==> config.mk <==
export PLATFORM = sky130hd
export DESIGN_NAME = beat_counter
export DESIGN_NICKNAME = d
export VERILOG_FILES = /design/src/hdl/cmd_unit_pkg.sv /design/src/hdl/beat_counter.sv
export SDC_FILE = /design/constraint.sdc
export NUM_CORES = 1
export LEC_CHECK = 0
export BUFFER_PORTS_ARGS = -buffer_cell sky130_fd_sc_hd__buf_2
export CORE_MARGIN = 3
export CORE_UTILIZATION = 45
export DETAILED_ROUTE_END_ITERATION = 8
export GPL_TIMING_DRIVEN = 0
export PLACE_DENSITY = 0.68
export SYNTH_ARGS = -nofsm -noshare
export SYNTH_HDL_FRONTEND = slang
export SYNTH_SLANG_ARGS = --single-unit
==> constraint.sdc <==
create_clock -name aclk -period 3.9 [get_ports aclk]
set_input_delay 0.78 -clock aclk [delete_from_list [all_inputs] [get_ports aclk]]
set_output_delay 0.78 -clock aclk [all_outputs]
set_load 0.02 [all_outputs]
==> src/hdl/cmd_unit_pkg.sv <==
// Sizes are fixed for a 1024-word scratch memory and byte counts are cut to whole 4-byte beats
package cmd_unit_pkg;

    // Stream and memory word
    localparam int data_width     = 32;
    localparam int byte_shift     = 2;
    localparam int addr_width     = 16;

    // Scratch memory where addresses above it wrap
    localparam int ram_depth      = 1024;
    localparam int ram_addr_width = 10;

    // Command word fields
    localparam int opcode_width   = 4;
    localparam int imm_width      = 28;
    localparam int count_width    = imm_width - byte_shift;

    localparam logic [opcode_width-1:0] op_nop    = 4'd0;
    localparam logic [opcode_width-1:0] op_store  = 4'd5;
    localparam logic [opcode_width-1:0] op_load   = 4'd6;
    localparam logic [opcode_width-1:0] op_memset = 4'd7;
    localparam logic [opcode_width-1:0] op_stream = 4'd8;

    // Data source selected in the data path
    localparam int route_width = 3;
    localparam logic [route_width-1:0] route_none  = 3'd0;
    localparam logic [route_width-1:0] route_store = 3'd1;
    localparam logic [route_width-1:0] route_load  = 3'd2;
    localparam logic [route_width-1:0] route_fill  = 3'd3;
    localparam logic [route_width-1:0] route_pass  = 3'd4;

    // Sequencer phases
    localparam int phase_width = 3;
    localparam logic [phase_width-1:0] ph_cmd    = 3'd0;
    localparam logic [phase_width-1:0] ph_addr   = 3'd1;
    localparam logic [phase_width-1:0] ph_value  = 3'd2;
    localparam logic [phase_width-1:0] ph_run    = 3'd3;
    localparam logic [phase_width-1:0] ph_finish = 3'd4;

    // An input word seen as a command or as an address or fill value
    typedef union packed {
        struct packed {
            logic [opcode_width-1:0] opcode;
            logic [imm_width-1:0]    imm;
        } cmd;
        logic [data_width-1:0] raw;
    } cmd_word_u;

endpackage

==> src/hdl/beat_counter.sv <==
// Word address wraps at the memory size and byte-address bits above it are ignored
`timescale 1ns/1ns

module beat_counter
    import cmd_unit_pkg::*;
(
    input  logic                      aclk,
    input  logic                      resetn,
    input  logic                      start,
    input  logic [addr_width-1:0]     base_addr,
    input  logic [count_width-1:0]    beat_count,
    input  logic                      step,
    output logic [ram_addr_width-1:0] word_addr,
    output logic                      final_beat,
    output logic                      empty
);

    logic [count_width-1:0] remaining;

    // Beats left in the active operation
    assign empty      = (remaining == '0);
    assign final_beat = (remaining == count_width'(1));

    always_ff @(posedge aclk)
    begin
        if (!resetn)
        begin
            remaining <= '0;
            word_addr <= '0;
        end
        else if (start)
        begin
            // Drop the byte offset and the bits above the memory
            word_addr <= base_addr[byte_shift +: ram_addr_width];
            remaining <= beat_count;
        end
        else if (step && !empty)
        begin
            // Natural overflow wraps the word address back to zero
            word_addr <= word_addr + 1'b1;
            remaining <= remaining - 1'b1;
        end
    end

endmodule

==> run metrics <==
post-synthesis sequential area ratio=33.6%; part of the power in the clock network=31.3%; register area=721 um^2; Core ar.=4470 um^2; CTS tree=built; P_int=0.635 mW; Synth Instances=266; Tcrit/Tclk final=81.5%; clk slew on worst S/H paths=0.07 ns; Vias=2244; multi-input combinational cell area=1330 um^2; post-layout min period=3.18 ns; # fillers=431; count of warnings emitted by yosys=0; Detailed Route WL=6.20 mm; syn_nets=315; fmax=0.315 GHz; ratio of cells with drive above 1 in the final layout=22.4%; H-tree levels=2; ant diodes=0; CTS max path bufs=2; Die Ht=75.0 um; Root Buffer=clkbuf_8; combinational power share=21.7%; final hold viol count=0; max-slew violations=0; CP Cell Sequence=or4_1 > nor3_2 > and4_1 > buf_2; Seq cells post-synth=36; Post-CTS Setup Inserts=0; CP arrival=2.40 ns; via-per-instance ratio=6.00; CP max FO=8; status=completed; Die ar.=5630 um^2; DRT Pass-1 Iters=4; grt total ovfl=0; Place WS=1.02 ns; die width=75.0 um; hold buffer count at cts=0; Final ANT Viol Nets=0; Critical Path RT=3.12 ns; PwrDens=359 nW/um^2; CTS Sinks=36; Crit-path slowest cell=or4_1; Unique masters post-synth=46; number of synthesized flops with an enable pin=0; # setup viols final=0; HP Class=reg -> reg; Leak=0.949 nW; global-route usage over all layers=23.3%; final-stage net count=371; worst skew pair latency=0.28 ns; MaxCap Viol Count=0; switching part of the total=30.7%; post_cts resized=0; number of buffers added on ports=49; post-DP HPWL=4.56 mm; setup TNS=0 ns; Slew @ Worst Pin=1.08 ns; global-route wire length before repair=10.1 mm; syn avg cell area=8.06 um^2; largest net degree at the start of global routing=11; sequential share of power=47.0%; asr flop ratio synth=0%; DRC viols=0; synthesis-to-finish area growth=19.0%; Critical Path Max Stage Delay=0.66 ns; Mapped Area=2140 um^2; vias in the first global route=2043; Worst slew margin=27.3%; CP Launch Type=flop; Max IR drop VDD=0.000212 V; Routed WL per cell=16.6 um; Setup crit end kind=output port; antenna violations before repair=0; DR iter-0 viols=204; Final Wtd Congestion=0.953; Sw Pwr=0.281 mW; fin worst setup slack=0.721 ns; Initial Util=47.9%; ys flop type=dfxtp_1; I/O pin count=58; WS Path Type=reg -> out; clock buffers created by TritonCTS=5; RSZ-0062 raised after global routing=false; skew final=0.00366 ns; Rows=24
## cells in the final DEF, fill, tap and decap left out, drive strengths merged, types with 2 or more instances in the layout
cell type	n
buf	52
o21ai	38
dfxtp	36
clkbuf	20
a21oi	18
a31oi	15
nand3	13
or4	12
nor4	11
nor2	10
xnor2	10
nand2	9
nor3	8
nand4	7
or3	7
o31ai	6
or2	5
inv	4
nand2b	4
a211oi	4
and4	3
xor2	3
o211a	3
ha	3
and3	2
nor3b	2
o41ai	2
mux2i	2
or3b	2
a2111oi	2
## flip-flops by register name (all words and copies together) (netlist names)
register / count
word_addr: 10
remaining: 26
## synth_stat cells, types with 4 or more instances
library cell | number | share of area, %
dfxtp_1 | 36 | 34
or4_1 | 10 | 3.5
nor3_1 | 7 | 1.6
clkbuf_1 | 13 | 2.3
nand4_1 | 7 | 2.0
inv_1 | 4 | 0.70
or2_2 | 5 | 1.5
nand2_1 | 9 | 1.6
o31ai_1 | 6 | 2.1
nand2b_1 | 4 | 1.2
xnor2_1 | 10 | 4.1
a21oi_1 | 17 | 4.0
nand3_1 | 13 | 3.0
o21ai_0 | 38 | 8.9
or3_1 | 7 | 2.0
nor2_1 | 10 | 1.8
a31oi_1 | 15 | 4.4
nor4_1 | 11 | 3.2
## critical path: cells and delay by family (launching register included)
kind	cells	cell delay, ns
simple gates	3	1.56
flops	1	0.38
buf+inv	1	0.17
## cells by family after synthesis
| kind of cell | share of synthesized area, % |
|---|---|
| XOR/XNOR | 5.31 |
| multiplexers | 0.934 |
| flip-flops | 33.6 |
| AO/OA/AOI/OAI | 25.9 |
| adder cells (fa/ha/maj) | 1.75 |
| AND/OR/NAND/NOR | 28.4 |
| buffers and inverters | 4.14 |
## final timing paths
| kind | from | to | slack (ns) | cells after the start |
|---|---|---|---|---|
| setup reg to reg | remaining[2]$_SDFFE_PN0P_ | remaining[19]$_SDFFE_PN0P_ | 1.07 | 6 |
| hold / removal | remaining[1]$_SDFFE_PN0P_ | remaining[1]$_SDFFE_PN0P_ | 0.49 | 2 |
| hold reg to reg | remaining[1]$_SDFFE_PN0P_ | remaining[1]$_SDFFE_PN0P_ | 0.49 | 2 |
| setup / recovery | remaining[6]$_SDFFE_PN0P_ | final_beat | 0.72 | 4 |
## final cells by class
type                    instances  share of cell area [%]
plain buffers                  16                    2.75
clock buffers                   7                    3.78
inverters                       5                   0.736
multi-input cells             209                    52.3
flip-flops and latches         36                    28.3
well taps                      52                    2.55
repair buffers                 49                    9.62
## per-stage QoR
step	utilization, %	cell area, um^2	std cells	hold WS, ns	power (mW)
final	57.0	2550	374	0.491	0.916
after floorplan	-	2140	266	0.465	0.567
after CTS	57.0	2550	374	0.493	0.921
after detailed placement	54.8	2450	367	0.482	0.634
after global placement	54.8	2450	367	0.478	0.632
after global routing	57.0	2550	374	0.514	0.966
## routing by layer
layer  vias up  share of wire, %  track usage (%)
met5         -                 0                0
met4         0              0.29             2.96
met3         2               7.2             4.54
met2        66                43             35.8
met1      1039                49             34.7
li1       1137                 -                -
## power groups by stage
stage | registers, mW | logic, mW | clock network [mW]
floorplan | 0.439 | 0.128 | 0
global placement | 0.437 | 0.194 | 0
detailed placement | 0.438 | 0.196 | 0
CTS | 0.430 | 0.198 | 0.293
global route | 0.436 | 0.224 | 0.306
finish | 0.431 | 0.198 | 0.287
No activity file was read; power rests on OpenSTA's default activity.
