`config.mk`:
```
export PLATFORM = sky130hd
export DESIGN_NAME = cmd_ctrl
export DESIGN_NICKNAME = d
export VERILOG_FILES = /design/src/hdl/cmd_unit_pkg.sv /design/src/hdl/cmd_ctrl.sv
export SDC_FILE = /design/constraint.sdc
export NUM_CORES = 1
export LEC_CHECK = 0
export BUFFER_PORTS_ARGS = -buffer_cell sky130_fd_sc_hd__buf_2
export CAP_MARGIN = 40
export CORE_MARGIN = 3
export CORE_UTILIZATION = 45
export DETAILED_ROUTE_END_ITERATION = 7
export GPL_ROUTABILITY_DRIVEN = 0
export PLACE_DENSITY_LB_ADDON = 0.25
export SLEW_MARGIN = 10
export SYNTH_ARGS = -nofsm -noshare
export SYNTH_HDL_FRONTEND = slang
export SYNTH_SLANG_ARGS = --single-unit
```
`constraint.sdc`:
```
create_clock -name aclk -period 3.02 [get_ports aclk]
set_input_delay 0.151 -clock aclk [delete_from_list [all_inputs] [get_ports aclk]]
set_output_delay 0.151 -clock aclk [all_outputs]
set_load 0.05 [all_outputs]
```
`src/hdl/cmd_unit_pkg.sv`:
```
// Sizes are fixed for a 1024-word scratch memory and byte counts are cut to whole 4-byte beats
package cmd_unit_pkg;

    // Stream and memory word
    localparam int data_width     = 32;
    localparam int byte_shift     = 2;
    localparam int addr_width     = 16;

    // Scratch memory where addresses above it wrap
    localparam int ram_depth      = 1024;
    localparam int ram_addr_width = 10;

    // Command word fields
    localparam int opcode_width   = 4;
    localparam int imm_width      = 28;
    localparam int count_width    = imm_width - byte_shift;

    localparam logic [opcode_width-1:0] op_nop    = 4'd0;
    localparam logic [opcode_width-1:0] op_store  = 4'd5;
    localparam logic [opcode_width-1:0] op_load   = 4'd6;
    localparam logic [opcode_width-1:0] op_memset = 4'd7;
    localparam logic [opcode_width-1:0] op_stream = 4'd8;

    // Data source selected in the data path
    localparam int route_width = 3;
    localparam logic [route_width-1:0] route_none  = 3'd0;
    localparam logic [route_width-1:0] route_store = 3'd1;
    localparam logic [route_width-1:0] route_load  = 3'd2;
    localparam logic [route_width-1:0] route_fill  = 3'd3;
    localparam logic [route_width-1:0] route_pass  = 3'd4;

    // Sequencer phases
    localparam int phase_width = 3;
    localparam logic [phase_width-1:0] ph_cmd    = 3'd0;
    localparam logic [phase_width-1:0] ph_addr   = 3'd1;
    localparam logic [phase_width-1:0] ph_value  = 3'd2;
    localparam logic [phase_width-1:0] ph_run    = 3'd3;
    localparam logic [phase_width-1:0] ph_finish = 3'd4;

    // An input word seen as a command or as an address or fill value
    typedef union packed {
        struct packed {
            logic [opcode_width-1:0] opcode;
            logic [imm_width-1:0]    imm;
        } cmd;
        logic [data_width-1:0] raw;
    } cmd_word_u;

endpackage

```
`src/hdl/cmd_ctrl.sv`:
```
// Unknown opcodes and zero-beat counts are dropped silently and the next command waits for drain
`timescale 1ns/1ns

module cmd_ctrl
    import cmd_unit_pkg::*;
(
    input  logic                   aclk,
    input  logic                   resetn,
    input  logic                   s_axis_tvalid,
    input  logic [data_width-1:0]  s_axis_tdata,
    output logic                   s_axis_tready,
    input  logic                   take_ok,
    input  logic                   empty,
    input  logic                   drained,
    output logic                   start,
    output logic [addr_width-1:0]  base_addr,
    output logic [count_width-1:0] beat_count,
    output logic [route_width-1:0] route,
    output logic [data_width-1:0]  fill_value
);

    cmd_word_u               in_word;
    logic [phase_width-1:0]  phase;
    logic [opcode_width-1:0] opcode_q;
    logic [count_width-1:0]  count_q;
    logic [addr_width-1:0]   addr_q;
    logic [count_width-1:0]  cmd_count;
    logic                    known_op;
    logic                    accept;

    assign in_word   = s_axis_tdata;
    assign cmd_count = in_word.cmd.imm[imm_width-1:byte_shift];
    assign accept    = s_axis_tvalid && s_axis_tready;

    always_comb
    begin
        case (in_word.cmd.opcode)
            op_store, op_load, op_memset, op_stream: known_op = 1'b1;
            op_nop:  known_op = 1'b0;
            default: known_op = 1'b0;
        endcase
    end

    // Route is only active while beats are being issued
    always_comb
    begin
        route = route_none;
        if (phase == ph_run)
        begin
            case (opcode_q)
                op_store:  route = route_store;
                op_load:   route = route_load;
                op_memset: route = route_fill;
                op_stream: route = route_pass;
                default:   route = route_none;
            endcase
        end
    end

    always_comb
    begin
        case (phase)
            ph_cmd, ph_addr, ph_value: s_axis_tready = 1'b1;
            ph_run: s_axis_tready = ((route == route_store) || (route == route_pass)) && take_ok;
            default: s_axis_tready = 1'b0;
        endcase
    end

    // Start fires on the handshake of the last operand
    always_comb
    begin
        start = 1'b0;
        if (accept)
        begin
            case (phase)
                ph_cmd:
                    start = known_op && (cmd_count != '0) && (in_word.cmd.opcode == op_stream);
                ph_addr:  start = (opcode_q != op_memset);
                ph_value: start = 1'b1;
                default:  start = 1'b0;
            endcase
        end
    end

    assign base_addr  = (phase == ph_value) ? addr_q : in_word.raw[addr_width-1:0];
    assign beat_count = (phase == ph_cmd) ? cmd_count : count_q;

    always_ff @(posedge aclk)
    begin
        if (!resetn)
        begin
            // Finish phase holds ready low for one cycle after reset
            phase    <= ph_finish;
            opcode_q <= op_nop;
        end
        else
        begin
            case (phase)
                ph_cmd:
                begin
                    if (accept && known_op && (cmd_count != '0))
                    begin
                        opcode_q <= in_word.cmd.opcode;
                        phase    <= (in_word.cmd.opcode == op_stream) ? ph_run : ph_addr;
                    end
                end
                ph_addr:
                begin
                    if (accept)
                        phase <= (opcode_q == op_memset) ? ph_value : ph_run;
                end
                ph_value:
                begin
                    if (accept)
                        phase <= ph_run;
                end
                ph_run:
                begin
                    if (empty)
                        phase <= ph_finish;
                end
                ph_finish:
                begin
                    if (empty && drained)
                        phase <= ph_cmd;
                end
                default: phase <= ph_finish;
            endcase
        end
    end

    // Operand registers
    always_ff @(posedge aclk)
    begin
        if (accept && (phase == ph_cmd))
            count_q <= cmd_count;
        if (accept && (phase == ph_addr))
            addr_q <= in_word.raw[addr_width-1:0];
        if (accept && (phase == ph_value))
            fill_value <= in_word.raw;
    end

endmodule

```
==> results.ini, run 1 <==
[cts]
cts_buffers = 9
root_buffer = clkbuf_8
postCtsSetupBuffers = 0
ctsResizeCount = 0
htreeDepth = 3
clockBufferDepth = 2
insertion_delay_ns = 0.36
ctsHoldBuffers = 2
path_clk_slew_ns = 0.09
cts_sinks = 81
cts_tree = built

[global_routing]
grt_max_degree = 28
grt_pass1_wl_um = 11250
antenna_found_initial = 0
overflow = 0
grt_pass1_vias = 2123
grtUsageTotal_pct = 17.50

[power_and_ir_drop]
irDropWorstVdd_mv = 0.2337
p_leak_uw = 0.001627
power_density_mw_per_mm2 = 591.0

[die]
die_h_um = 91.63
io-pin-count = 117
fp.dieW_um = 91.63
die_area_mm2 = 0.008395
core.rowCount = 30
start_util_pct = 47.51
core_area_mm2 = 0.006944

[final_layout]
area_delta_synth_final_pct = 28.37
drive_above_1_share_pct = 56.75
nets = 359
nFillCells = 551
diodes = 0
fin_util_pct = 60.99

[synth]
syn_area_per_cell_um2 = 17.01
synthCells = 194
synth_edf_count = 74
yosys.area.top_type = edfxtp_1
synth_seq_cells = 81
synth-async-reset-ratio_pct = 0
yosys-top-cells-area = edfxtp_1 (67%), mux2_2 (14%), dfxtp_1 (4.2%), nand2_1 (1.4%), nor4_1 (1.3%)
ys_types = 31
synthDominantCellAreaShare_pct = 67.35
syn_area_mm2 = 0.003299
synth_warnings = 0
synth-main-ff-cell = edfxtp_1
yosysMostFrequentCell = edfxtp_1
ys_seq_area_share_pct = 71.60
ys_top_cells_by_count = edfxtp_1 (74), mux2_2 (42), nand2_1 (12)
syn_nets = 232

[critical_path]
cp_max_fo = 16
startpoint_type = flip-flop
endpoint_kind = primary output
arrival_ns = 2.35
crit_type = flip-flop to primary output
required_ns = 2.87

[sta]
clock-skew-final_ns = 0.008774
period_share_pct = 82.66
slew_viol_final = 0
finalSetupViolations = 0
timing.setup.tns_ns = 0
worstMarginPinSlew_ns = 0.6119
fin_crit_ns = 2.496
fmaxAchievable_ghz = 0.4006
hold_ws_ns = 0.006664
rsz0062_at_grt = false
slew-limit-headroom_pct = 59.07
finalHoldViolCount = 0

[routing]
drt-total-wl_um = 7063
vias_per_cell = 5.090
postRouteAntennaNets = 0
drt_iter0_markers = 88
drcViolationCount = 0
routedWlPerCell_um = 16.74
first_pass_iters = 4
via_count = 2148

[run]
cap_violations = 0

[hold_path]
hp-class = primary input to flip-flop

[status]
outcome = finished, final reports clean

[placement]
portBuffers = 116
place_hpwl_um = 4984

registers in the layout, indices dropped and copies added (netlist names):
| register | cells |
|---|---|
| count_q | 26 |
| fill_value | 32 |
| addr_q | 16 |
| opcode_q | 4 |
| phase | 3 |
critical path, stage by stage (launching register included):
cell and delay [ns]:
dfxtp_1 0.45, nor3_4 0.58, buf_4 0.36, mux2_2 0.37, buf_2 0.21
layer usage:
metal / global-route usage [%] / wire, um
met3: 4.430 / 467
met4: 7.789 / 128
met5: 0 / 0
met2: 27.94 / 3578
met1: 22.59 / 2889
area by class of cell:
class	count	area, um^2	area share (%)
well taps	96	120.1	2.836
clock inverters	7	82.58	1.950
multi-input cells	106	893.4	21.09
repair buffers	123	653.1	15.42
clock buffers	9	123.9	2.925
flip-flops and latches	81	2362	55.78
report_power, final:
part	internal, uW	switching, uW	leakage [uW]
clock	396	423	0.0000988
sequential	1250	16.1	0.000728
combinational	121	296	0.000800
per-stage QoR:
step                      setup slack [ns]  area, um^2  power, uW  instances
after floorplan                     0.7028        3299       1597        194
after global placement              0.9540        3999       1704        403
after detailed placement            0.8921        3999       1710        403
after CTS                           0.4913        4225       2517        421
after global routing                0.3474        4235       2586        422
final                               0.5236        4235       2503        422
layout by cell type (no fill, tap or decap), drive strengths merged, types with 2 or more instances in the layout:
cell,count
and4b,2
a21oi,7
mux2,42
edfxtp,74
o211ai,2
nor3,2
mux2i,4
and2,4
clkinvlp,2
nand2b,2
dfxtp,7
dlygate4sd3,3
clkbuf,9
nor4,7
inv,4
nand2,12
buf,120
o21ai,6
nand3b,2
nor2,5
kinds of logic after synthesis:
family	Yosys count	synth area share (%)
AND/OR/NAND/NOR	42	7.736
multiplexers	46	15.55
buffers and inverters	7	1.479
AO/OA/AOI/OAI	18	3.641
flip-flops	81	71.60
path summary, 6_finish.rpt:
kind,start,slack [ns],to,cells past startpoint
hold reg to reg,opcode_q[2]$_SDFFE_PN0P_,0.49,opcode_q[2]$_SDFFE_PN0P_,2
hold / removal,s_axis_tdata[21],0.007,fill_value[21]$_DFFE_PP_,1
setup / recovery,phase[1]$_SDFFE_PN0P_,0.52,beat_count[8],4
setup reg to reg,phase[1]$_SDFFE_PN0P_,0.90,fill_value[25]$_DFFE_PP_,4
No activity file was read; power rests on OpenSTA's default activity.
==> inputs of run 2 (changes only) <==
==> constraint.sdc (replaced) <==
create_clock -name aclk -period 2.07 [get_ports aclk]
set_input_delay 0.1035 -clock aclk [delete_from_list [all_inputs] [get_ports aclk]]
set_output_delay 0.1035 -clock aclk [all_outputs]
set_load 0.05 [all_outputs]
==> run 2 against run 1 <==
Effect of this change:
- sequential power rose by 46%
- flip-flop and latch count did not move
- hold slack improved by 0.0045 ns
- power rose by 46%
- die area did not move
- via count rose by 3.9%
- sequential share of layout area fell by 2.8 points
- critical path depth did not move
- wire length rose by 6.4%
- core utilization rose by 3.2 points
- worst setup slack got worse by 0.44 ns
- largest cell class unchanged
- largest power group unchanged
==> results.ini, run 2 (synthesis gave the netlist of run 1 again) <==
[cts]
clockBufferDepth = 2
cts_buffers = 9
path_clk_slew_ns = 0.08
insertion_delay_ns = 0.35
root_buffer = clkbuf_8
cts_tree = built
htreeDepth = 3
cts_sinks = 81

[hold_path]
hp-class = primary input to flip-flop
min_to = count_q[13]$_DFFE_PP_
hold_path_depth = 1
holdCritStartpoint = s_axis_tdata[15]

[power_and_ir_drop]
p_sw_uw = 1054
power_density_mw_per_mm2 = 818.6
clock_power_share_pct = 31.7
seq_power_share_pct = 50.5
p_int_uw = 2596
swShare_pct = 28.87
p_leak_uw = 0.001733
irDropWorstVdd_mv = 0.5237
combPwrFrac_pct = 17.8

[final_layout]
diodes = 0
largestRegisters = fill_value x32, count_q x26, addr_q x16
largest_register = fill_value
area_delta_synth_final_pct = 35.15
multi_input_area_um2 = 894.6
fin_area_mm2 = 0.004459
layout_common_cells = buf_2 (115), edfxtp_1 (74), mux2_2 (42), dlygate4sd3_1 (22), nand2_1 (12)
layout_commonest_cell = buf_2
drive_above_1_share_pct = 54.70
fin_util_pct = 64.22
largest_reg_flops = 32
nets = 384
seq_area_mm2 = 0.002362
final_cells = 447
nFillCells = 549

[critical_path]
reg2reg_slack_ns = 0.37
crit_chain = nor3_4 -> buf_4 -> mux2_2 -> buf_2
path_buf_inv = 2
cpPeakStageDelay_ns = 0.43
rr_endpoint = fill_value[5]$_DFFE_PP_
r2r_cells = 4
arrival_ns = 1.89
critical_path.top_delay_family = buffers and inverters
required_ns = 1.97
startpoint_type = flip-flop
endpoint_kind = primary output
cp_max_fo = 15
critPathSlowestCell = dfxtp_1
timing.rr.start = phase[0]$_SDFFE_PN0P_
crit_type = flip-flop to primary output
path_depth = 4

[placement]
dp.cells = 408
placed_cell_area_mm2 = 0.004025
dpl_worst_slack_ns = 0.3816
place_hpwl_um = 5026
portBuffers = 116

[routing]
first_pass_iters = 4
routedWlPerCell_um = 16.81
route.met3.wl_um = 469
wl_met1_um = 3167
met2_length_um = 3727
drcViolationCount = 0
via_count = 2231
top_layer = met4
postRouteAntennaNets = 0
vias_per_cell = 4.991
drt_iter0_markers = 90
drt-total-wl_um = 7513

[die]
core_area_mm2 = 0.006944
die_h_um = 91.63
core.rowCount = 30
fp.dieW_um = 91.63
io-pin-count = 117
start_util_pct = 47.51
die_area_mm2 = 0.008395

[sta]
timing.setup.tns_ns = 0
period_share_pct = 96.14
slew_viol_final = 0
slew-limit-headroom_pct = 71.41
rsz0062_at_grt = true
worstMarginPinSlew_ns = 0.4283
fmaxAchievable_ghz = 0.5025
finalHoldViolCount = 0
clock-skew-final_ns = 0.007813
setup_ws_ns = 0.07984
finalSetupViolations = 0
fin_crit_ns = 1.990

[global_routing]
grt_pass1_vias = 2296
grt_pass1_wl_um = 11790
antenna_found_initial = 0
grtUsageTotal_pct = 18.06
overflow = 0
grt_max_degree = 28

[run]
cap_violations = 0

[status]
outcome = finished, final reports clean

run 2: cell types whose count changed in the layout (fill, tap and decap cells not counted), moves of 2 or more:
cell,delta
buf_4,+8
inv_6,-2
dlygate4sd3_1,+19
clkinv_4,+3
run 2: repair_timing:
| item | CTS | global route |
|---|---|---|
| endpoints found under the setup margin | 0 | 18 |
| resized for setup | 0 | 3 |
| endpoints found under the hold margin | 32 | 9 |
| hold buffers | 19 | 3 |
| setup buffers | 0 | 1 |
run 2: metrics by stage:
stage          hold slack, ns  total power, uW
6_report              0.01114             3650
5_1_grt              0.002187             3781
4_1_cts             0.0001223             3675
3_5_place_dp           0.3184             2498
3_3_place_gp           0.3173             2491
2_1_floorplan          0.2024             2330
run 2: layout make-up:
cell class | count | share of cell area (%)
tap | 96 | 2.694
multi-input combinational | 106 | 20.06
clock buffer | 9 | 2.778
sequential | 81 | 52.97
timing repair buffer | 148 | 19.70
clock inverter | 7 | 1.796
run 2: power by group through the flow:
stage	Sequential (uW)	Clock (uW)	Combinational [uW]
2_1_floorplan	1870	0	455
3_3_place_gp	1880	0	611
3_5_place_dp	1880	0	615
4_1_cts	1850	1180	645
5_1_grt	1850	1250	683
6_report	1850	1160	649
run 2: worst max path at each step:
stage,endpoint,slack (ns),from
2_1_floorplan,s_axis_tready,0.10,opcode_q[3]$_SDFFE_PN0P_
3_3_place_gp,fill_value[21]$_DFFE_PP_,0.43,phase[2]$_SDFFE_PN1P_
3_5_place_dp,fill_value[28]$_DFFE_PP_,0.38,phase[0]$_SDFFE_PN0P_
4_1_cts,start,0.02,s_axis_tdata[23]
5_1_grt,beat_count[21],-0.03,phase[2]$_SDFFE_PN1P_
6_report,beat_count[25],0.08,phase[2]$_SDFFE_PN1P_
run 2: per-layer routing:
metal / vias to the layer above / global-route usage (%)
li1: 1064 / -
met1: 1076 / 22.27
met2: 78 / 30.07
met3: 13 / 5.168
met4: 0 / 6.910
met5: - / 0
run 2: worst register-to-register path, stage by stage (launching register included):
cell	delay, ns
dfxtp_1	0.44
nor3b_2	0.24
buf_4	0.23
and2_2	0.18
buf_4	0.29
