**src/hdl/cmd_unit_pkg.sv**
```systemverilog
// Sizes are fixed for a 1024-word scratch memory and byte counts are cut to whole 4-byte beats
package cmd_unit_pkg;

    // Stream and memory word
    localparam int data_width     = 32;
    localparam int byte_shift     = 2;
    localparam int addr_width     = 16;

    // Scratch memory where addresses above it wrap
    localparam int ram_depth      = 1024;
    localparam int ram_addr_width = 10;

    // Command word fields
    localparam int opcode_width   = 4;
    localparam int imm_width      = 28;
    localparam int count_width    = imm_width - byte_shift;

    localparam logic [opcode_width-1:0] op_nop    = 4'd0;
    localparam logic [opcode_width-1:0] op_store  = 4'd5;
    localparam logic [opcode_width-1:0] op_load   = 4'd6;
    localparam logic [opcode_width-1:0] op_memset = 4'd7;
    localparam logic [opcode_width-1:0] op_stream = 4'd8;

    // Data source selected in the data path
    localparam int route_width = 3;
    localparam logic [route_width-1:0] route_none  = 3'd0;
    localparam logic [route_width-1:0] route_store = 3'd1;
    localparam logic [route_width-1:0] route_load  = 3'd2;
    localparam logic [route_width-1:0] route_fill  = 3'd3;
    localparam logic [route_width-1:0] route_pass  = 3'd4;

    // Sequencer phases
    localparam int phase_width = 3;
    localparam logic [phase_width-1:0] ph_cmd    = 3'd0;
    localparam logic [phase_width-1:0] ph_addr   = 3'd1;
    localparam logic [phase_width-1:0] ph_value  = 3'd2;
    localparam logic [phase_width-1:0] ph_run    = 3'd3;
    localparam logic [phase_width-1:0] ph_finish = 3'd4;

    // An input word seen as a command or as an address or fill value
    typedef union packed {
        struct packed {
            logic [opcode_width-1:0] opcode;
            logic [imm_width-1:0]    imm;
        } cmd;
        logic [data_width-1:0] raw;
    } cmd_word_u;

endpackage

```
**src/hdl/beat_path.sv**
```systemverilog
// Output queue holds two beats and at most one RAM read is in flight at a time
`timescale 1ns/1ns

module beat_path
    import cmd_unit_pkg::*;
(
    input  logic                   aclk,
    input  logic                   resetn,
    input  logic [route_width-1:0] route,
    input  logic [data_width-1:0]  fill_value,
    input  logic                   s_axis_tvalid,
    input  logic [data_width-1:0]  s_axis_tdata,
    input  logic                   final_beat,
    input  logic                   empty,
    output logic                   take_ok,
    output logic                   step,
    output logic                   drained,
    output logic                   ram_we,
    output logic                   ram_re,
    output logic [data_width-1:0]  ram_wdata,
    input  logic [data_width-1:0]  ram_rdata,
    output logic                   m_axis_tvalid,
    output logic                   m_axis_tlast,
    output logic [data_width-1:0]  m_axis_tdata,
    input  logic                   m_axis_tready
);

    logic [data_width-1:0] q_data [2];
    logic [1:0]            q_last;
    logic [1:0]            q_cnt;
    logic                  wr_ptr;
    logic                  rd_ptr;
    logic                  rd_pend;
    logic                  rd_last;
    logic                  pop;
    logic                  push;
    logic                  push_last;
    logic [data_width-1:0] push_data;
    logic                  take;
    logic                  fill;
    logic                  room;
    logic [2:0]            committed;

    assign pop = m_axis_tvalid && m_axis_tready;

    // Queue slots already promised, counting the read in flight
    assign committed = {1'b0, q_cnt} + {2'b00, rd_pend} - {2'b00, pop};
    assign room      = (committed < 3'd2);

    assign take_ok = !empty && ((route == route_store) || ((route == route_pass) && room));
    assign take    = take_ok && s_axis_tvalid;
    assign fill    = (route == route_fill) && !empty;

    assign ram_re    = (route == route_load) && !empty && room;
    assign ram_we    = ((route == route_store) && take) || fill;
    assign ram_wdata = fill ? fill_value : s_axis_tdata;
    assign step      = take || ram_re || fill;

    // Read data and pass-through beats never arrive together
    assign push      = rd_pend || ((route == route_pass) && take);
    assign push_data = rd_pend ? ram_rdata : s_axis_tdata;
    assign push_last = rd_pend ? rd_last : final_beat;

    assign m_axis_tvalid = (q_cnt != 2'd0);
    assign m_axis_tdata  = q_data[rd_ptr];
    assign m_axis_tlast  = m_axis_tvalid && q_last[rd_ptr];
    assign drained       = (q_cnt == 2'd0) && !rd_pend;

    always_ff @(posedge aclk)
    begin
        if (!resetn)
        begin
            q_cnt   <= 2'd0;
            wr_ptr  <= 1'b0;
            rd_ptr  <= 1'b0;
            rd_pend <= 1'b0;
        end
        else
        begin
            rd_pend <= ram_re;
            if (push)
                wr_ptr <= !wr_ptr;
            if (pop)
                rd_ptr <= !rd_ptr;
            q_cnt <= q_cnt + {1'b0, push} - {1'b0, pop};
        end
    end

    always_ff @(posedge aclk)
    begin
        // Tag the read so tlast follows the final beat through the RAM
        if (ram_re)
            rd_last <= final_beat;
        if (push)
        begin
            q_data[wr_ptr] <= push_data;
            q_last[wr_ptr] <= push_last;
        end
    end

endmodule

```
**config.mk**
```make
export PLATFORM = sky130hd
export DESIGN_NAME = beat_path
export DESIGN_NICKNAME = d
export VERILOG_FILES = /design/src/hdl/cmd_unit_pkg.sv /design/src/hdl/beat_path.sv
export SDC_FILE = /design/constraint.sdc
export NUM_CORES = 1
export LEC_CHECK = 0
export ABC_AREA = 1
export ABC_CLOCK_PERIOD_IN_PS = 7650
export BUFFER_PORTS_ARGS = -buffer_cell sky130_fd_sc_hd__buf_2
export CORE_ASPECT_RATIO = 1.2
export CORE_MARGIN = 8
export CORE_UTILIZATION = 50
export CTS_CLUSTER_DIAMETER = 40
export CTS_CLUSTER_SIZE = 16
export DETAILED_ROUTE_END_ITERATION = 6
export PLACE_DENSITY_LB_ADDON = 0.25
export SLEW_MARGIN = 15
export SYNTH_ARGS = -nofsm -noshare
export SYNTH_HDL_FRONTEND = slang
export SYNTH_SLANG_ARGS = --single-unit
export TNS_END_PERCENT = 10
```
**constraint.sdc**
```tcl
create_clock -name aclk -period 7.65 [get_ports aclk]
set_input_delay 1.1475 -clock aclk [delete_from_list [all_inputs] [get_ports aclk]]
set_output_delay 1.1475 -clock aclk [all_outputs]
set_load 0.01 [all_outputs]
```
==> impl_metrics.csv, run 1 <==
group,metric,value,unit
outcome,status,"finished, final reports clean",
finish,multi_input_area,0.00135,sq mm
global_routing,overflow,0,
synthesis,yosysTopAreaCell,"edfxtp_1",
pwr,leakagePower,0.00217,uW
synthesis,ys_seq_area_share,59.0,%
synthesis,ys_warn_count,0,
detailed_routing,viasPerCell,4.91,
finish,design_area,0.00476,sq mm
clock_tree,post_cts_resized,0,
detailed_routing,drt-wirelength-per-cell,15.3,microns
sta,finalHoldViolations,0,
clock_tree,clk_latency,330,ps
finish,areaGrowthSynthToFinish,31.8,%
sta,post-route-min-period,4450,ps
synthesis,synth_top_area_share,55.7,%
detailed_routing,drt_first_pass_iters,6,
clock_tree,cts.clk_slew.worst_paths,80,ps
placement,place_congestion,0.806,
detailed_routing,routed_wl,8870,microns
pwr,p_per_area,223,mW/mm^2
placement,dp.cells,564,
floorplanning,die_w,93.6,microns
sta,setup_tns,0,ps
pwr,power.total,1060,uW
global_routing,grtUsageTotal,17.0,%
clock_tree,cts_root_buffer,"clkbuf_8",
setup_path,critPathLaunchType,"input pin",
synthesis,synthCells,310,
global_routing,first_global_vias,3022,
sta,fin_skew,6.57,ps
floorplanning,dieHeight,109,microns
placement,place_area,0.00456,sq mm
setup_path,worstPathMaxFanout,4,
finish,stdcell_count,580,
floorplanning,floorplan.initialDensity,50.5,%
floorplanning,placementRows,34,
sta,final-setup-viol-count,0,
synthesis,ys_ff_latch,73,
setup_path,worstPathRequired,6500,ps
worst_hold_path,hp-class,"reg -> reg",
sta,relSlewSlack,27.0,%
clock_tree,cts_hold_buf,0,
clock_tree,clock-sinks,73,
synthesis,synth.avg_cell_area,11.7,sq um
placement,dp_hpwl,6620,microns
detailed_routing,ant_nets,0,
finish,n_antenna_cell,0,
clock_tree,htreeDepth,3,
sta,finalCritPeriodShare,58.1,%
clock_tree,cts_inserted_buffers,9,
detailed_routing,drt_iter0_drc,127,
global_routing,grt_pass1_wl,13800,microns
sta,rsz0062_at_grt,"false",
detailed_routing,vias,2850,
finish,seqCellArea,0.00213,sq mm
finish,n_fill_cell,599,
setup_path,timing_worst_setup_path_type,"in -> out",
sta,tightestPinTransition,1090,ps
detailed_routing,route.detailed.drc,0,
global_routing,grt_max_degree,36,
flow_run,maxCapViolations,0,
clock_tree,clockBufferDepth,2,
floorplanning,fp.coreArea,0.00715,sq mm
sta,slew_violations,0,
finish,drive_gt1_share,52.7,%
setup_path,reg2reg_setup_slack,4100,ps
finish,fin_nets,594,
sta,fmax,225,MHz
floorplanning,dieArea,0.0102,sq mm
global_routing,antenna_found_initial,0,
synthesis,syn_nets,419,
placement,port_buffers,175,
synthesis,syn-cell-area,0.00361,sq mm
setup_path,endpoint_kind,"primary output",
synthesis,ys_top_cells_by_area,"edfxtp_1, mux2_2, nand2_1, dfxtp_1, inv_1",
setup_path,cp.arrival,3300,ps
pwr,peakVddDrop,0.141,mV
clock_tree,cts_tree,"built",
floorplanning,ioPinCount,176,
synthesis,ys_types,23,
clock_tree,post_cts_buffers,0,
-- registers in the layout, indices dropped and copies added, names as in the netlist, named ones only --
name / count
q_last: 2
wr_ptr: 1
rd_ptr: 1
rd_last: 1
q_cnt: 2
q_data: 64
rd_pend: 1
-- cell usage in the layout, fill, tap and decap left out --
cell type	synthesis	routed
nand4_1	1	1
clkinv_1	1	1
a21oi_4	0	1
a21oi_1	5	5
mux2_1	5	5
dfxtp_1	6	6
clkbuf_8	0	9
clkinvlp_4	0	3
a21boi_1	1	1
o21ai_0	4	4
a21oi_2	2	1
nand2_1	110	110
buf_4	0	3
inv_1	17	17
buf_2	5	175
nor4_1	1	1
clkinv_4	0	1
nand3_1	3	3
nor2_4	0	1
edfxtp_1	67	67
nor2_2	2	2
nor2_1	7	6
mux2_2	58	58
xnor2_1	1	1
bufinv_16	0	1
ha_1	3	3
inv_6	0	2
fa_1	1	1
nand2_2	1	1
-- through the flow --
stage | hold WS [ps] | utilization (%) | setup WS [ps]
2_1_floorplan | 481 | - | 3090
3_3_place_gp | 502 | 63.8 | 3310
3_5_place_dp | 513 | 63.8 | 3200
4_1_cts | 525 | 66.6 | 3190
5_1_grt | 556 | 66.6 | 2970
6_report | 529 | 66.6 | 3200
-- final timing paths --
kind | end | from | cells past startpoint
min reg2reg | flip-flop | rd_ptr | 2
max reg2reg | q_data[1][19] | q_cnt[1] | 13
min | flip-flop | rd_ptr | 2
max | step | m_axis_tready | 13
-- worst max-delay path, stage by stage --
cell and delay [ps]:
buf_2 100, nand2_1 100, inv_1 70, ha_1 270, inv_1 50, nand2_1 60, fa_1 490, a21boi_1 200
nand2_1 80, nor4_1 380, inv_1 120, nand3_1 80, buf_2 160
-- logic make-up after synthesis --
group | count (synthesis) | synth area share (%)
AOI/OAI and AO/OA | 12 | 1.94
xor gates and xnor gates | 1 | 0.243
adders and majority gates | 4 | 1.59
buffers and inverters | 32 | 4.12
DFF | 73 | 59.0
muxes | 63 | 19.6
and+or+nand+nor | 125 | 13.4
-- power by group --
part	leakage (uW)	switching, uW	total [uW]	internal, uW
Combinational	0.00143	149	285	136
Sequential	0.000652	15.4	474	459
Clock	0.0000925	147	300	153
Total	0.00217	312	1060	748
-- cell usage after synthesis --
library cell	n
clkinv_1	1
nand4_1	1
nand3_1	3
inv_1	17
ha_1	3
mux2_1	5
buf_6	3
xnor2_1	1
nand2_1	110
a21oi_1	5
dfxtp_1	6
clkbuf_1	6
nor2_1	7
o21ai_0	4
fa_1	1
a21oi_2	2
nor4_1	1
a21boi_1	1
buf_2	5
nand2_2	1
nor2_2	2
edfxtp_1	67
mux2_2	58
-- area by class of cell --
| type | count | area share, % |
|---|---|---|
| clock inverters | 7 | 1.66 |
| repair buffers | 178 | 18.9 |
| multi-input cells | 205 | 28.3 |
| flip-flops and latches | 73 | 44.8 |
| well taps | 90 | 2.37 |
| inverters | 18 | 1.42 |
| clock buffers | 9 | 2.60 |
-- layer usage --
metal | track usage, % | up-vias | share of wire, % | routed length (microns)
li1 | - | 1408 | - | -
met1 | 17.2 | 1323 | 37 | 3310
met2 | 31.6 | 107 | 53 | 4680
met3 | 5.03 | 12 | 8.4 | 745
met4 | 7.49 | 0 | 1.6 | 138
met5 | 0 | - | 0 | 0
No activity file was read; power rests on OpenSTA's default activity.
==> inputs of run 2 (changes only) <==
--- a/config.mk
+++ b/config.mk
@@ -5,12 +5,12 @@
 export SDC_FILE = /design/constraint.sdc
 export NUM_CORES = 1
 export LEC_CHECK = 0
-export ABC_AREA = 1
-export ABC_CLOCK_PERIOD_IN_PS = 7650
+export ABC_AREA = 0
+export ABC_CLOCK_PERIOD_IN_PS = 3750
 export BUFFER_PORTS_ARGS = -buffer_cell sky130_fd_sc_hd__buf_2
 export CORE_ASPECT_RATIO = 1.2
 export CORE_MARGIN = 8
-export CORE_UTILIZATION = 50
+export CORE_UTILIZATION = 43
 export CTS_CLUSTER_DIAMETER = 40
 export CTS_CLUSTER_SIZE = 16
 export DETAILED_ROUTE_END_ITERATION = 6
==> constraint.sdc (replaced) <==
create_clock -name aclk -period 3.75 [get_ports aclk]
set_input_delay 0.5625 -clock aclk [delete_from_list [all_inputs] [get_ports aclk]]
set_output_delay 0.5625 -clock aclk [all_outputs]
set_load 0.01 [all_outputs]
==> impl_metrics.csv, run 2 <==
group,metric,value,unit
outcome,status,"finished, final reports clean",
sta,final-setup-viol-count,0,
placement,dp.cells,519,
finish,regMostFlops,"q_data",
sta,fin_skew,7.52,ps
synthesis,ys_types,35,
clock_tree,htreeDepth,3,
clock_tree,clk_latency,330,ps
setup_path,critPathLaunchType,"flip-flop",
detailed_routing,drt_iter0_drc,65,
setup_path,path_delay_family,"adder cells",
clock_tree,cts_root_buffer,"clkbuf_8",
floorplanning,die_w,102,microns
placement,place_congestion,0.731,
flow_run,maxCapViolations,0,
synthesis,ys_seq_area_share,56.1,%
synthesis,synth_edf_count,67,
setup_path,worstPathMaxFanout,6,
global_routing,first_global_vias,2803,
setup_path,worstPathBufferInverterCount,1,
finish,stdcell_count,535,
finish,reg_top3,"q_data: 64 flops, q_cnt: 2 flops, q_last: 2 flops",
synthesis,ys.flop_type,"edfxtp_1",
pwr,p_per_area,473,mW/mm^2
setup_path,cpPeakStageDelay,500,ps
finish,drive_gt1_share,71.1,%
synthesis,syn-cell-area,0.00380,sq mm
synthesis,synthArstFlopShare,0,%
global_routing,grtUsageTotal,14.5,%
clock_tree,cts_inserted_buffers,9,
floorplanning,fp.coreArea,0.00856,sq mm
clock_tree,post_cts_buffers,0,
sta,finalCritPeriodShare,90.2,%
detailed_routing,viasPerCell,4.78,
sta,relSlewSlack,43.9,%
detailed_routing,routed_wl,8790,microns
floorplanning,ioPinCount,176,
placement,dp_hpwl,6930,microns
sta,finalHoldViolations,0,
detailed_routing,drt-wirelength-per-cell,16.4,microns
synthesis,ys_ff_latch,73,
setup_path,cp.arrival,3630,ps
setup_path,endpoint_kind,"flip-flop",
floorplanning,dieHeight,119,microns
clock_tree,clock-sinks,73,
sta,rsz0062_at_grt,"false",
sta,post-route-min-period,3380,ps
global_routing,antenna_found_initial,0,
sta,tightestPinTransition,840,ps
synthesis,yosysTopAreaCell,"edfxtp_1",
finish,largest_reg_flops,64,
synthesis,synth_top_area_share,53.0,%
clock_tree,cts_tree,"built",
setup_path,crit_chain,"o21a_1 > ha_1 > nand2b_1 > fa_1 > and4b_1 > a31oi_1 > ha_1 > inv_1 > ha_1 > xor2_1 > nor2_1 > nor3_1",
pwr,peakVddDrop,0.286,mV
synthesis,synth_most_common_cell,"edfxtp_1",
clock_tree,cts.clk_slew.worst_paths,70,ps
synthesis,synthCells,232,
finish,most-common-layout-cells,"buf_2, edfxtp_1, mux2_2, mux2_4, clkbuf_8",
detailed_routing,vias,2558,
detailed_routing,route.detailed.drc,0,
finish,fin_nets,522,
synthesis,ys_warn_count,0,
floorplanning,placementRows,37,
sta,fmax,296,MHz
floorplanning,floorplan.initialDensity,44.3,%
floorplanning,dieArea,0.0121,sq mm
global_routing,grt_max_degree,38,
synthesis,synth.avg_cell_area,16.4,sq um
sta,hold_ws,423,ps
setup_path,timing_worst_setup_path_type,"reg -> reg",
clock_tree,post_cts_resized,0,
sta,slew_violations,0,
placement,port_buffers,175,
global_routing,overflow,0,
finish,n_antenna_cell,0,
pwr,leakagePower,0.00210,uW
setup_path,critical-path-slowest-cell,"fa_1",
setup_path,worstPathRequired,4000,ps
synthesis,yosys-top-cells-count,"edfxtp_1, mux2_2, mux2_4",
setup_path,crit_top_cell,"ha_1",
synthesis,syn_nets,341,
global_routing,grt_pass1_wl,13800,microns
finish,mostFrequentLayoutCell,"buf_2",
worst_hold_path,hp-class,"in -> reg",
detailed_routing,drt_first_pass_iters,4,
clock_tree,clockBufferDepth,2,
synthesis,ys_top_cells_by_area,"edfxtp_1, mux2_2, mux2_4, dfxtp_1, buf_12",
detailed_routing,ant_nets,0,
finish,areaGrowthSynthToFinish,31.7,%
clock_tree,cts_hold_buf,0,
==> run 2: changes by cell type after synthesis, sizes merged, moves of 4 or more <==
cell    before  now
nand2      111    0
mux2        63   97
inv         17    4
a21oi        7    1
clkbuf       6    1
o21ai        4    0
==> run 2: worst reg2reg max path, cell delays in order (launching register included) <==
cell and delay, ps:
dfxtp_1 460, o21a_1 250, ha_1 250, nand2b_1 160, fa_1 500, and4b_1 270, a31oi_1 470, ha_1 340
inv_1 60, ha_1 150, xor2_1 170, nor2_1 60, nor3_1 180
==> run 2: path summary, 6_finish.rpt <==
| kind | from | endpoint | slack (ps) | cells after the start |
|---|---|---|---|---|
| max | q_cnt[1] | q_cnt[1] | 370 | 12 |
| min | final_beat | rd_last | 420 | 1 |
| min reg2reg | rd_ptr | rd_ptr | 580 | 2 |
| max reg2reg | q_cnt[1] | q_cnt[1] | 370 | 12 |
==> run 2: logic make-up after synthesis <==
family                   after synthesis  synth area share [%]
multiplexers                          98                  32.0
flip-flops                            73                  56.1
AND/OR/NAND/NOR                       31                  5.04
buffers and inverters                 16                  3.29
AO/OA/AOI/OAI                          7                  1.32
adder cells (fa/ha/maj)                4                  1.52
XOR/XNOR                               3                 0.692
==> run 2: cell type report <==
type / instances / area, sq um
clock buffer: 10 / 128
inverter: 4 / 15.0
tap: 117 / 146
sequential: 73 / 2130
fill: 725 / 3560
clock inverter: 6 / 67.6
multi-input combinational: 143 / 1560
timing repair buffer: 182 / 953
==> run 2: per-layer routing <==
layer / up-vias / share of wire [%] / GRT usage [%]
met3: 10 / 7.8 / 4.31
met2: 93 / 53 / 25.7
met4: 0 / 1.7 / 6.54
met5: - / 0 / 0
met1: 1200 / 37 / 15.4
li1: 1255 / - / -
==> run 2: where the power goes <==
| group | total (uW) | internal (uW) | switching, uW |
|---|---|---|---|
| Combinational | 755 | 391 | 364 |
| Clock | 589 | 310 | 279 |
| Sequential | 1020 | 960 | 63.3 |
| Total | 2370 | 1660 | 706 |
==> run 2: per-stage QoR <==
stage | total power (uW) | TNS, ps | area, sq um | utilization [%] | setup slack [ps]
after floorplan | 1510 | -5980 | 3800 | - | -181
after global placement | 1790 | 0 | 4800 | 56.1 | 294
after detailed placement | 1810 | 0 | 4800 | 56.1 | 197
after CTS | 2410 | 0 | 5000 | 58.4 | 337
after global routing | 2510 | 0 | 5000 | 58.4 | 88.7
final | 2370 | 0 | 5000 | 58.4 | 368
